===== config.mk =====
export PLATFORM = sky130hd
export DESIGN_NAME = cache_refill
export DESIGN_NICKNAME = d
export VERILOG_FILES = /design/src/hdl/icache_pkg.sv /design/src/hdl/cache_refill.sv
export SDC_FILE = /design/constraint.sdc
export NUM_CORES = 1
export LEC_CHECK = 0
export ABC_AREA = 1
export BUFFER_PORTS_ARGS = -buffer_cell sky130_fd_sc_hd__buf_4
export CAP_MARGIN = 20
export CORE_MARGIN = 2
export CORE_UTILIZATION = 48
export CTS_CLUSTER_DIAMETER = 100
export DETAILED_ROUTE_END_ITERATION = 12
export PLACE_DENSITY = 0.79
export SYNTH_ARGS = -nofsm -noshare
export SYNTH_HDL_FRONTEND = slang
export SYNTH_SLANG_ARGS = --single-unit

===== constraint.sdc =====
create_clock -name clock -period 3.53 [get_ports clock]
set_clock_uncertainty 0.2 [all_clocks]
set_input_delay 0.5295 -clock clock [delete_from_list [all_inputs] [get_ports clock]]
set_output_delay 0.5295 -clock clock [all_outputs]
set_load 0.005 [all_outputs]

===== src/hdl/icache_pkg.sv =====
package icache_pkg;

  // Byte address and AXI data word.
  typedef logic [31:0]  addr_t;
  typedef logic [31:0]  word_t;

  // Tag in address bits 31 to 8 and set index in bits 7 to 4.
  typedef logic [23:0]  tag_t;
  typedef logic [3:0]   index_t;

  // Way number within a set.
  typedef logic [2:0]   way_t;

  // One 16 byte line with word 0 in the low bits.
  typedef logic [127:0] line_t;

  // Word position within a line during refill.
  typedef logic [1:0]   beat_t;

  // Cache geometry of 16 sets with 8 ways each.
  localparam int NUM_SETS = 16;
  localparam int NUM_WAYS = 8;

  typedef enum logic {LOOKUP_IDLE, LOOKUP_WAIT} lookup_state_t;
  typedef enum logic [1:0] {REFILL_IDLE, REFILL_AR, REFILL_R, REFILL_WRITE} refill_state_t;

endpackage

===== src/hdl/cache_refill.sv =====
`timescale 1ns/1ns

module cache_refill import icache_pkg::*; (
  input  logic       clock,
  input  logic       reset,
  input  logic       miss_i,
  input  addr_t      miss_addr_i,
  input  way_t       victim_i,
  output logic       m_axi_arvalid_o,
  input  logic       m_axi_arready_i,
  output addr_t      m_axi_araddr_o,
  input  logic       m_axi_rvalid_i,
  output logic       m_axi_rready_o,
  input  word_t      m_axi_rdata_i,
  input  logic [1:0] m_axi_rresp_i,
  output logic       wen_o,
  output index_t     windex_o,
  output way_t       wway_o,
  output tag_t       wtag_o,
  output line_t      wdata_o,
  output logic       advance_o,
  output logic       busy_o
);

  refill_state_t state_q;
  refill_state_t state_d;

  beat_t beat_q;
  addr_t line_base_q;
  line_t line_q;

  // Line base is captured when the miss starts.
  always_ff @(posedge clock) begin
    if ((state_q == REFILL_IDLE) && miss_i) begin
      line_base_q <= {miss_addr_i[31:4], 4'b0000};
    end
  end

  // Beat counter. Cleared at miss start, stepped per returned word.
  always_ff @(posedge clock) begin
    if (reset) begin
      beat_q <= '0;
    end else if ((state_q == REFILL_IDLE) && miss_i) begin
      beat_q <= '0;
    end else if ((state_q == REFILL_R) && m_axi_rvalid_i) begin
      beat_q <= beat_q + 1'b1;
    end
  end

  // Each word lands in its own slot of the line.
  // RRESP is not examined; the word is installed as returned.
  always_ff @(posedge clock) begin
    if ((state_q == REFILL_R) && m_axi_rvalid_i) begin
      line_q[beat_q*32 +: 32] <= m_axi_rdata_i;
    end
  end

  always_ff @(posedge clock) begin
    if (reset) begin
      state_q <= REFILL_IDLE;
    end else begin
      state_q <= state_d;
    end
  end

  always_comb begin
    state_d = state_q;
    case (state_q)
      REFILL_IDLE: begin
        if (miss_i) begin
          state_d = REFILL_AR;
        end
      end
      REFILL_AR: begin
        if (m_axi_arready_i) begin
          state_d = REFILL_R;
        end
      end
      REFILL_R: begin
        // Last beat goes to the array write.
        if (m_axi_rvalid_i) begin
          state_d = (beat_q == 2'd3) ? REFILL_WRITE : REFILL_AR;
        end
      end
      REFILL_WRITE: state_d = REFILL_IDLE;
      default:      state_d = REFILL_IDLE;
    endcase
  end

  // AXI read address follows the beat number.
  assign m_axi_arvalid_o = (state_q == REFILL_AR);
  assign m_axi_araddr_o  = {line_base_q[31:4], beat_q, 2'b00};
  assign m_axi_rready_o  = (state_q == REFILL_R);

  // Array write port is driven for one cycle in REFILL_WRITE.
  assign wen_o     = (state_q == REFILL_WRITE);
  assign advance_o = (state_q == REFILL_WRITE);
  assign windex_o  = line_base_q[7:4];
  assign wtag_o    = line_base_q[31:8];
  assign wway_o    = victim_i;
  assign wdata_o   = line_q;

  assign busy_o = (state_q != REFILL_IDLE);

endmodule


== Word-level counts from Yosys, hierarchy flattened ==
Index checks and enable logic that the tools add are counted.
Widths: inputs -> output; s select.

* Mux-type cells: 6
* Shift-type cells: 2
* Reduce and logical (&&, ||, !) cells: 6
* Eq/ne operators: 7
* Add/sub/neg operators: 2

{| class="wikitable"
|+ Operator list
! operator !! count
|-
| $bwmux 128 || 1
|-
| $shift 32x34->128 const A || 1
|-
| $shiftx 32x34->128 || 1
|-
| $neg 7->34 || 1
|-
| $mux 2 || 4
|-
| $pmux 2 s4 || 1
|-
| $eq 2x2->1 const B || 3
|-
| $ne 2x2->1 const B || 2
|-
| $reduce_and 3->1 || 1
|-
| $add 2x1->2 const B || 1
|-
| $eq 2x1->1 const B || 1
|-
| $logic_and 1x1->1 || 2
|-
| $logic_not 2->1 || 1
|-
| $ne 2x1->1 const B || 1
|-
| $reduce_bool 2->1 || 1
|-
| $reduce_or 2->1 || 1
|}

* Logic and storage cells: 27
* Output and inout port bits: 196
* Flip-flop bits (word level): 160

== Longest topological paths before layout ==
* Depth in word-level cells: 4
* Gate-level depth with buffers: 8
* Depth with buffers taken out: 6

== Least setup slack after synthesis ==
No wires, ideal clock.

* Kind: register to register
* From: reg beat_q[0] (netlist name)
* To: reg line_q[0] (netlist: wdata_o[0]) (enable)
* Buffers on the path: 1
* Cell stages (with the launch flop): 6
* Setup slack: 643 ps
* Data arrival time: 2,266 ps
* Cell sequence: dfxtp_1 -> buf_6 -> inv_4 -> ha_1 -> inv_1 -> nor2_1

{| class="wikitable"
|+ RTL lines
! what !! line !! text
|-
| to (signal, indexed assignment) || cache_refill.sv:54 || <nowiki>line_q[beat_q*32 +: 32] <= m_axi_rdata_i;</nowiki>
|-
| to (decl) || cache_refill.sv:30 || <nowiki>line_t line_q;</nowiki>
|}

==> qor.yml <==
cp.arrival_ns: 2.50
core_area_um2: 12700
rows: 41
dp_slack_ns: 0.904
crit_path_cell_trace: "buf_4 -> ha_1 -> inv_1 -> nor2_4 -> buf_4"
cp.required_ns: 3.43
drive_gt1_share_pct: 44.4
grt_pass1_vias: 4450
holdWs_ns: 0.0816
dpl-instance-area_um2: 8130
synth_warnings: 0
ys_types: 21
nFillCells: 915
maxCapViolCount: 0
drtIter0Drc: 369
routedWlPerCell_um: 19.0
vias_per_cell: 4.88
outcome: "completed"
hp-class: "in2reg"
cts_resized: 0
hold_buffers: 0
cts_tree: "done"
die_w_um: 119
final_nets: 775
ir_drop_uv: 342
antenna_found_initial: 0
syn_area_per_cell_um2: 13.6
cpMaxStageDelayCell: "dfxtp_2"
dieHeight_um: 119
start_util_pct: 49.6
grt_pass1_wl_um: 24900
areaGrowthSynthToFinish_pct: 38.1
tightest_slew_ns: 0.805
critPathMaxFanout: 20
fmax_ghz: 0.384
firstDrtPassIters: 4
final.period_utilization_pct: 73.9
utilization_pct: 68.5
rsz0062_at_grt: "false"
synth.area.top_cells: "edfxtp_1 74%, nor2_1 6.1%, buf_4 4.4%"
total_leakage_power_nw: 3.53
ios: 270
final_cell_mix: "262 x buf_4, 156 x edfxtp_1, 98 x nor2_1, 49 x inv_1, 37 x nand2_1"
ys_seq_elements: 160
grt_usage_pct: 24.0
critPathLaunchType: "register"
dieArea_um2: 14100
diodes: 0
ys_seq_area_share_pct: 75.5
synth.top_cell.area_share_pct: 74.2
drtAntennaViolNets: 0
gr-total-overflow: 0
cts_setup_buffers: 0
vias: 4290
cts-buffers-inserted: 17
powerDensity_nw_per_um2: 495
cpMostUsedCell: "buf_4"
mostFrequentLayoutCell: "buf_4"
relSlewSlack_pct: 46.2
synth_edf_count: 156
tns_ns: 0
drc: 0
min_period_ns: 2.61
finalInstanceArea_um2: 8720
slowest_delay_ns: 0.62
dp_hpwl_um: 11600
drv_slew: 0
report.final.hold_viol_count: 0
synthCells: 465
cts-root-buf: "clkbuf_16"
cts_sinks: 160
portBuffers: 255
routed_wl_um: 16700
yosysTopAreaCell: "edfxtp_1"
fin_ws_ns: 0.923
clk_pin_slew_ns: 0.06
clockBufferDepth: 2
critPathCaptureType: "register"
async_flop_share_pct: 0
setup_viol: 0
ctsHtreeMaxLevel: 4
ys.flop_type: "edfxtp_1"
grt_start_max_net_pins: 33
gp_congestion: 0.819
synth_area_um2: 6310
timing_worst_setup_path_type: "reg2reg"
clk_latency_ns: 0.42
==> power breakdown <==
group	internal, mW	total [mW]	switching [mW]
registers	2.14	2.17	0.0286
logic	0.170	0.350	0.180
clock network	1.05	1.80	0.753
total	3.36	4.32	0.961
==> flip-flops by register name, summed over array words and instances (netlist names) <==
| name | cells |
|---|---|
| wdata_o | 128 |
| line_base_q | 28 |
| beat_q | 2 |
| state_q | 2 |
==> through the flow <==
stage                     instances  total power [mW]
after CTS                       880              4.35
final                           880              4.32
after global routing            880              4.45
after floorplan                 466              2.38
after global placement          848              2.55
after detailed placement        848              2.56
==> per-layer routing <==
metal	vias to the layer above	wire length [um]	GRT usage [%]
met1	2086	5810	26.2
li1	1980	-	-
met2	203	9160	43.1
met5	-	0	0
met4	0	269	8.85
met3	21	1440	7.96
==> logic make-up (layout without fill, tap and decap cells) <==
| group | count (synthesis) | count (layout) | share of synthesized area (%) |
|---|---|---|---|
| DFF | 160 | 160 | 75.5 |
| AOI/OAI and AO/OA | 5 | 5 | 0.396 |
| other | 1 | 2 | 0.0594 |
| buffers and inverters | 105 | 347 | 9.79 |
| adders and majority gates | 6 | 6 | 1.19 |
| and+or+nand+nor | 188 | 188 | 13.1 |
==> critical path: cells and delay by family, from the launching register on <==
family,cells,cell delay (ns)
buffers and inverters,3,0.80
AND/OR/NAND/NOR,1,0.45
adder cells (fa/ha/maj),1,0.19
flip-flops,1,0.62
==> synth_stat cells, types with 4 or more instances <==
cell type,number
buf_2,6
nor3_2,6
edfxtp_1,156
nand3_1,10
dfxtp_1,4
ha_1,6
buf_6,10
nor3_1,27
nor2_1,103
buf_4,37
nand2_1,37
inv_1,49
==> cell type report <==
cell class	instances	area [um^2]	share of cell area, %
clock buffer	17	425	4.88
clock inverter	15	159	1.82
inverter	52	198	2.27
multi-input combinational	201	968	11.1
sequential	160	4770	54.7
tap	172	215	2.47
timing repair buffer	263	1990	22.8
==> path summary, 6_finish.rpt <==
check / start / end / slack (ns) / cells past startpoint
max: beat_q[0]$_SDFFE_PP0P_ / wdata_o[102]$_DFFE_PP_ / 0.92 / 5
min reg2reg: beat_q[1]$_SDFFE_PP0P_ / beat_q[1]$_SDFFE_PP0P_ / 0.36 / 2
max reg2reg: beat_q[0]$_SDFFE_PP0P_ / wdata_o[102]$_DFFE_PP_ / 0.92 / 5
min: miss_addr_i[21] / line_base_q[21]$_DFFE_PP_ / 0.08 / 1
No activity file was read; power rests on OpenSTA's default activity.
