[src/hdl/icache_pkg.sv]
package icache_pkg;

  // Byte address and AXI data word.
  typedef logic [31:0]  addr_t;
  typedef logic [31:0]  word_t;

  // Tag in address bits 31 to 8 and set index in bits 7 to 4.
  typedef logic [23:0]  tag_t;
  typedef logic [3:0]   index_t;

  // Way number within a set.
  typedef logic [2:0]   way_t;

  // One 16 byte line with word 0 in the low bits.
  typedef logic [127:0] line_t;

  // Word position within a line during refill.
  typedef logic [1:0]   beat_t;

  // Cache geometry of 16 sets with 8 ways each.
  localparam int NUM_SETS = 16;
  localparam int NUM_WAYS = 8;

  typedef enum logic {LOOKUP_IDLE, LOOKUP_WAIT} lookup_state_t;
  typedef enum logic [1:0] {REFILL_IDLE, REFILL_AR, REFILL_R, REFILL_WRITE} refill_state_t;

endpackage
[src/hdl/way_allocator.sv]
`timescale 1ns/1ns

module way_allocator import icache_pkg::*; (
  input  logic   clock,
  input  logic   reset,
  input  logic   advance_i,
  input  index_t index_i,
  output way_t   victim_o
);

  // One round-robin pointer per set.
  way_t count_q [NUM_SETS];

  always_ff @(posedge clock) begin
    if (reset) begin
      for (int s = 0; s < NUM_SETS; s++) begin
        count_q[s] <= '0;
      end
    end else if (advance_i) begin
      // Three bit counter wraps after way 7.
      count_q[index_i] <= count_q[index_i] + 1'b1;
    end
  end

  // Next way to replace in the selected set.
  assign victim_o = count_q[index_i];

endmodule

[config.mk]
export PLATFORM = sky130hd
export DESIGN_NAME = way_allocator
export DESIGN_NICKNAME = d
export VERILOG_FILES = /design/src/hdl/icache_pkg.sv /design/src/hdl/way_allocator.sv
export SDC_FILE = /design/constraint.sdc
export NUM_CORES = 1
export LEC_CHECK = 0
export BUFFER_PORTS_ARGS = -buffer_cell sky130_fd_sc_hd__buf_2
export CORE_ASPECT_RATIO = 1.5
export CORE_MARGIN = 2
export CORE_UTILIZATION = 35
export CTS_CLUSTER_DIAMETER = 30
export DETAILED_ROUTE_END_ITERATION = 10
export GPL_TIMING_DRIVEN = 0
export PLACE_DENSITY = 0.55
export RECOVER_POWER = 50
export SLEW_MARGIN = 0
export SYNTH_ARGS = -nofsm -noshare
export SYNTH_HDL_FRONTEND = slang
export SYNTH_SLANG_ARGS = --single-unit
export TNS_END_PERCENT = 30
[constraint.sdc]
create_clock -name clock -period 3.5 [get_ports clock]
set_input_delay 0.175 -clock clock [delete_from_list [all_inputs] [get_ports clock]]
set_output_delay 0.175 -clock clock [all_outputs]
set_load 0.02 [all_outputs]
---- After elaboration in Yosys (flattened, before gate mapping) ----
Memories as Yosys holds them, arrays and structs flattened.
Cells that the tools add are included.
word-level totals
  register bits ........................... 0
  bits in writable memories ............... 48
  input bits .............................. 7
  output and inout port bits .............. 3
  memories ................................ 1
memories
  name     depth  bits a word  rd ports  clocked after memory_dff  write ports  RTL line             source
  count_q  16     3            1         0                         16           way_allocator.sv:12  way_t count_q [NUM_SETS];
operators by class
  add/sub/neg operators ................... 1
  multiplexer cells ....................... 8
  reductions and logical operators ........ 1
operators with widths
  cell                                         count
  two-way mux 1 bit                            6
  two-way mux 4 bit                            1
  adder 3 x 1 -> 3 bit, second input constant  1
  two-way mux 3 bit                            1
  OR reduction 3 bit                           1

---- Logic depth before layout (Yosys ltp) ----
Gate-level depths: netlist (run 1).
  depth in word-level cells ............... 5
  mapped depth ............................ 8
  mapped depth without buffers ............ 6

---- Worst setup path before layout (run 1) ----
No wires, ideal clock.
  kind .................................... input -> register
  from .................................... in index_i[0]
  to ...................................... mem count_q[0][2] in the netlist's numbering (data pin)
  library setup time ...................... 263 ps
  arrival ................................. 2,212 ps
  required time ........................... 3,237 ps
  path slack .............................. 1,025 ps
  stages on the path ...................... 8
  path buffers ............................ 2
  cells stage by stage .................... buf_6 -> buf_2 -> mux4_2 -> a22oi_1 -> nand2_1 -> ha_1 -> xnor2_4 -> nor2_2
RTL lines
  what                RTL line             source
  start: declaration  way_allocator.sv:7   input index_t index_i,
  end: declaration    way_allocator.sv:12

==> flow_summary.toml, run 1 <==
[worst_setup_path]
startpoint_type = "input pin"
crit_start = "index_i[0]"
rr_startpoint = "count_q[3][0]$_SDFFCE_PN0P_"
critPathKind = "in -> reg"
critPathCaptureType = "register"
cp.required_ns = 3.55
path_max_fanout = 10
cp.arrival_ns = 2.71

[route]
routed_via_density = 5.09
postRouteAntennaNets = 0
vias = 1374
wl_um = 4980
firstDrtPassIters = 6
drc = 0
drt_iter0_drc = 78
wl_per_cell_um = 18.4

[synth]
ys_top_cells_by_count = "edfxtp_1 (48), nor2_1 (36), nand2_1 (24), nand2b_1 (17), nor2_2 (16)"
synth.most_common_cell = "edfxtp_1"
synth_area_um2 = 2380
yosysTopAreaCell = "edfxtp_1"
synthTopCellsByArea = "edfxtp_1 (61%), mux4_2 (11%), nor2_1 (5.7%), nand2b_1 (4.5%), nor2_2 (4.2%)"
synth_edf_count = 48
postSynthCellCount = 179
yosys_most_used_dff = "edfxtp_1"
synth_nets = 187
seq_area_frac_synth_pct = 60.7
async_flop_share_pct = 0
synth_cell_types = 22
synth_top_cell_area_share_pct = 60.7
yosysWarnings = 0
ys_ff_latch = 48
syn_avg_cell_area_um2 = 13.3

[global_route]
grt-ovfl-total = 0
grt_pass1_vias = 1450
grtUsageTotal_pct = 14.7
grt_max_degree = 14
grt_pass1_wl_um = 7970
antenna_found_initial = 0

[min_path]
hold_class = "in -> reg"
min_from = "reset"

[layout]
largest_reg_flops = 48
largest_registers = "count_q (48)"
antenna_cells = 0
syn2layout_area_growth_pct = 8.69
final_net_count = 201
top_register = "count_q"
drive_above_1_share_pct = 22.7

[sta]
grt_setup_unrepaired = "false"
tightest_slew_ns = 0.769
min_period_ns = 2.66
setup_tns_ns = 0
maxSlewHeadroom_pct = 48.7
slew_violations = 0
finClkSkew_ns = 0.00476
setup_viol = 0
clock.fmax_mhz = 376
hold_ws_ns = 0.388
hold_violations = 0
fin_ws_ns = 0.838
fin_crit_sh_pct = 76.1

[floorplanning]
die_h_um = 105
core_area_um2 = 6530
start_util_pct = 36.4
fp.dieW_um = 71.3
die_area_um2 = 7480
num_io_pins = 10
row_count = 36

[cts]
postCtsSetupBuffers = 0
clk_latency_ns = 0.30
cts_hold_buf = 0
clk_pin_slew_ns = 0.08
cts_resized = 0
cts_buffers = 5
clk_path_buf_depth = 2
clock_sinks = 48
cts_htree_levels = 2
cts_tree = "built"
cts_root_buf = "clkbuf_8"

[status]
status = "completed"

[place]
dp_slack_ns = 0.794
dp_hpwl_um = 3780
routabilityCongestion = 0.876
io_buffer_count = 7

[run]
maxCapViolCount = 0

[power]
p_per_area_nw_per_um2 = 432
ir_drop_mv = 0.172
leakagePower_nw = 0.881
## where the power goes
group	leakage, nW	switching, W	internal, W	total (W)
Combinational	0.345	0.0000925	0.0000529	0.000145
Clock	0.0399	0.000172	0.000139	0.000311
Sequential	0.496	0.00000619	0.000654	0.000660
Total	0.881	0.000271	0.000846	0.00112
## critical path, cell delays in order
cell and delay, ns:
buf_6 0.14, clkbuf_1 0.58, mux4_2 0.59, a22oi_1 0.25, nand2_1 0.11, ha_1 0.36, xnor2_4 0.44, nor2_2 0.06
## area by class of cell
cell class                 count  area [um^2]
buffer                         7         33.8
sequential                    48         1440
clock buffer                   7         76.3
inverter                       1         3.75
clock inverter                 1         3.75
multi-input combinational    123          895
fill                         615         3950
tap                           76         95.1
timing repair buffer           7         33.8
## cells by family after synthesis
kind of cell	Yosys count	synth area share, %
muxes	14	13.0
xor gates and xnor gates	2	2.32
and+or+nand+nor	101	20.4
DFF	48	60.7
adders and majority gates	1	0.527
buffers and inverters	8	1.68
AOI/OAI and AO/OA	5	1.47
## layout by cell type (no fill, tap or decap), drive strengths merged, types with 2 or more instances in the layout
cell,instances
mux4,12
nor2,52
and2,3
nand2b,17
a22oi,4
buf,7
edfxtp,48
nor2b,2
clkbuf,14
nand2,24
## stage by stage
| step | std cells | total power [W] | cell area (um^2) | utilization [%] |
|---|---|---|---|---|
| 6_report | 270 | 0.00112 | 2580 | 39.5 |
| 5_1_grt | 270 | 0.00116 | 2580 | 39.5 |
| 4_1_cts | 270 | 0.00113 | 2590 | 39.6 |
| 3_5_place_dp | 262 | 0.000821 | 2510 | 38.4 |
| 3_3_place_gp | 262 | 0.000820 | 2510 | 38.4 |
| 2_1_floorplan | 179 | 0.000780 | 2380 | - |
## layer usage
metal / routed length, um / GRT usage, %
met5: 0 / 0
met4: 83 / 5.26
met3: 212 / 2.80
met2: 2870 / 27.3
met1: 1820 / 16.3
## worst paths after layout
kind / end / slack (ns) / cells after the start
setup / recovery: count_q[1][2]$_SDFFCE_PN0P_ / 0.84 / 8
hold / removal: count_q[13][1]$_SDFFCE_PN0P_ / 0.39 / 2
setup reg to reg: count_q[1][2]$_SDFFCE_PN0P_ / 1.15 / 6
hold reg to reg: count_q[7][0]$_SDFFCE_PN0P_ / 0.84 / 2
Power figures use the tool's default switching activity.
==> inputs of run 2 (changes only) <==
--- a/config.mk
+++ b/config.mk
@@ -12,7 +12,7 @@
 export CTS_CLUSTER_DIAMETER = 30
 export DETAILED_ROUTE_END_ITERATION = 10
 export GPL_TIMING_DRIVEN = 0
-export PLACE_DENSITY = 0.55
+export PLACE_DENSITY = 0.57
 export RECOVER_POWER = 50
 export SLEW_MARGIN = 0
 export SYNTH_ARGS = -nofsm -noshare
==> constraint.sdc (replaced) <==
create_clock -name clock -period 2.2 [get_ports clock]
set_input_delay 0.11 -clock clock [delete_from_list [all_inputs] [get_ports clock]]
set_output_delay 0.11 -clock clock [all_outputs]
set_load 0.02 [all_outputs]
==> run 2 against run 1 <==
Net effect: combinational power is 86% higher; flip-flop and latch count stayed put; sequential power is 59% higher; clock-buffer cell count stayed put; setup slack worse by 0.73 ns; critical endpoint is now count_q[3][2]$_SDFFCE_PN0P_.
==> flow_summary.toml, run 2 (synthesis results as in run 1) <==
[floorplanning]
start_util_pct = 36.4
die_h_um = 105
fp.dieW_um = 71.3
core_area_um2 = 6530
row_count = 36
die_area_um2 = 7480
num_io_pins = 10

[cts]
clk_path_buf_depth = 2
clock_sinks = 48
cts_htree_levels = 2
cts_root_buf = "clkbuf_8"
clk_latency_ns = 0.30
clk_pin_slew_ns = 0.08
cts_tree = "built"
cts_buffers = 5
cts_hold_buf = 0

[sta]
clock.fmax_mhz = 478
slew_violations = 0
hold_violations = 0
finClkSkew_ns = 0.00470
hold_ws_ns = 0.429
maxSlewHeadroom_pct = 67.3
grt_setup_unrepaired = "false"
setup_viol = 0
tightest_slew_ns = 0.489
fin_crit_sh_pct = 95.1
min_period_ns = 2.09

[worst_setup_path]
crit_start = "count_q[10][0]$_SDFFCE_PN0P_"
critPathKind = "reg -> reg"
cpPeakStageDelay_ns = 0.54
cp.required_ns = 2.26
cp_slowest_cell = "mux4_2"
startpoint_type = "register"
rr_startpoint = "count_q[10][0]$_SDFFCE_PN0P_"
path_max_fanout = 8
critPathCaptureType = "register"
cp.arrival_ns = 2.16
cp_cell_sequence = "mux4_2 > a22oi_2 > nand2_1 > ha_4 > xnor2_4 > buf_12 > nor2_2"

[power]
p_total_w = 0.00182
ir_drop_mv = 0.232
p_per_area_nw_per_um2 = 689
leakagePower_nw = 0.902

[layout]
final_util_pct = 40.5
largest_registers = "count_q (48)"
largest_reg_flops = 48
syn2layout_area_growth_pct = 11.3
final_cell_mix = "edfxtp_1 (48), nor2_1 (36), nand2_1 (24), nand2b_1 (17), nor2_2 (16)"
top_register = "count_q"
fill_cells = 607
final_net_count = 203
antenna_cells = 0
drive_above_1_share_pct = 25.5
final_common_cell = "edfxtp_1"

[run]
maxCapViolCount = 0

[route]
drc = 0
wl_per_cell_um = 17.7
drt_iter0_drc = 134
vias = 1402
routed_via_density = 5.15
wl_um = 4800
postRouteAntennaNets = 0
firstDrtPassIters = 4

[status]
status = "completed"

[min_path]
hold_class = "in -> reg"
min_from = "reset"

[global_route]
grtUsageTotal_pct = 14.2
antenna_found_initial = 0
grt-ovfl-total = 0
grt_max_degree = 14
grt_pass1_wl_um = 7730
grt_pass1_vias = 1437

[place]
io_buffer_count = 7
routabilityCongestion = 0.800
dp_hpwl_um = 3690
[run 2: final timing paths]
kind	end	slack, ns	cells after the start
setup / recovery	count_q[3][2]$_SDFFCE_PN0P_	0.11	7
setup reg to reg	count_q[3][2]$_SDFFCE_PN0P_	0.11	7
hold / removal	count_q[8][1]$_SDFFCE_PN0P_	0.43	2
hold reg to reg	count_q[4][0]$_SDFFCE_PN0P_	0.85	2
[run 2: report_power, final]
group          internal, W  total (W)  switching, W
sequential         0.00104    0.00105    0.00000938
clock             0.000222   0.000502      0.000281
combinational     0.000117   0.000270      0.000153
total              0.00138    0.00182      0.000443
[run 2: stage by stage]
step           instance area, um^2  setup WS [ns]  setup TNS, ns  instances
2_1_floorplan                 2390         0.0118              0        179
3_3_place_gp                  2520         -0.147          -2.33        262
3_5_place_dp                  2520         -0.157          -2.32        262
4_1_cts                       2600         0.0198              0        270
5_1_grt                       2640         0.0180              0        272
6_report                      2640          0.108              0        272
[run 2: critical path: cells and delay by family, from the launching register on]
| family | cells | cell delay (ns) |
|---|---|---|
| flops | 1 | 0.37 |
| simple gates | 2 | 0.16 |
| compound gates | 1 | 0.20 |
| xor+xnor | 1 | 0.19 |
| fa+ha+maj | 1 | 0.23 |
| mux | 1 | 0.54 |
| buf+inv | 1 | 0.15 |
[run 2: final cells by class]
type                    instances  area, um^2  share of cell area (%)
flip-flops and latches         48        1440                    54.5
multi-input cells             123         912                    34.5
well taps                      76        95.1                    3.60
clock buffers                   7        76.3                    2.89
repair buffers                  9        72.6                    2.74
plain buffers                   7        38.8                    1.47
clock inverters                 1        3.75                   0.142
inverters                       1        3.75                   0.142
[run 2: per-layer routing]
metal	track usage (%)	wire length, um
met1	15.5	1740
met2	26.1	2720
met3	2.70	214
met4	6.06	127
met5	0	0
[run 2: timing repair]
item	CTS	global route
endpoints found under the setup margin	0	16
buffers inserted	0	2
gates resized for setup	0	1
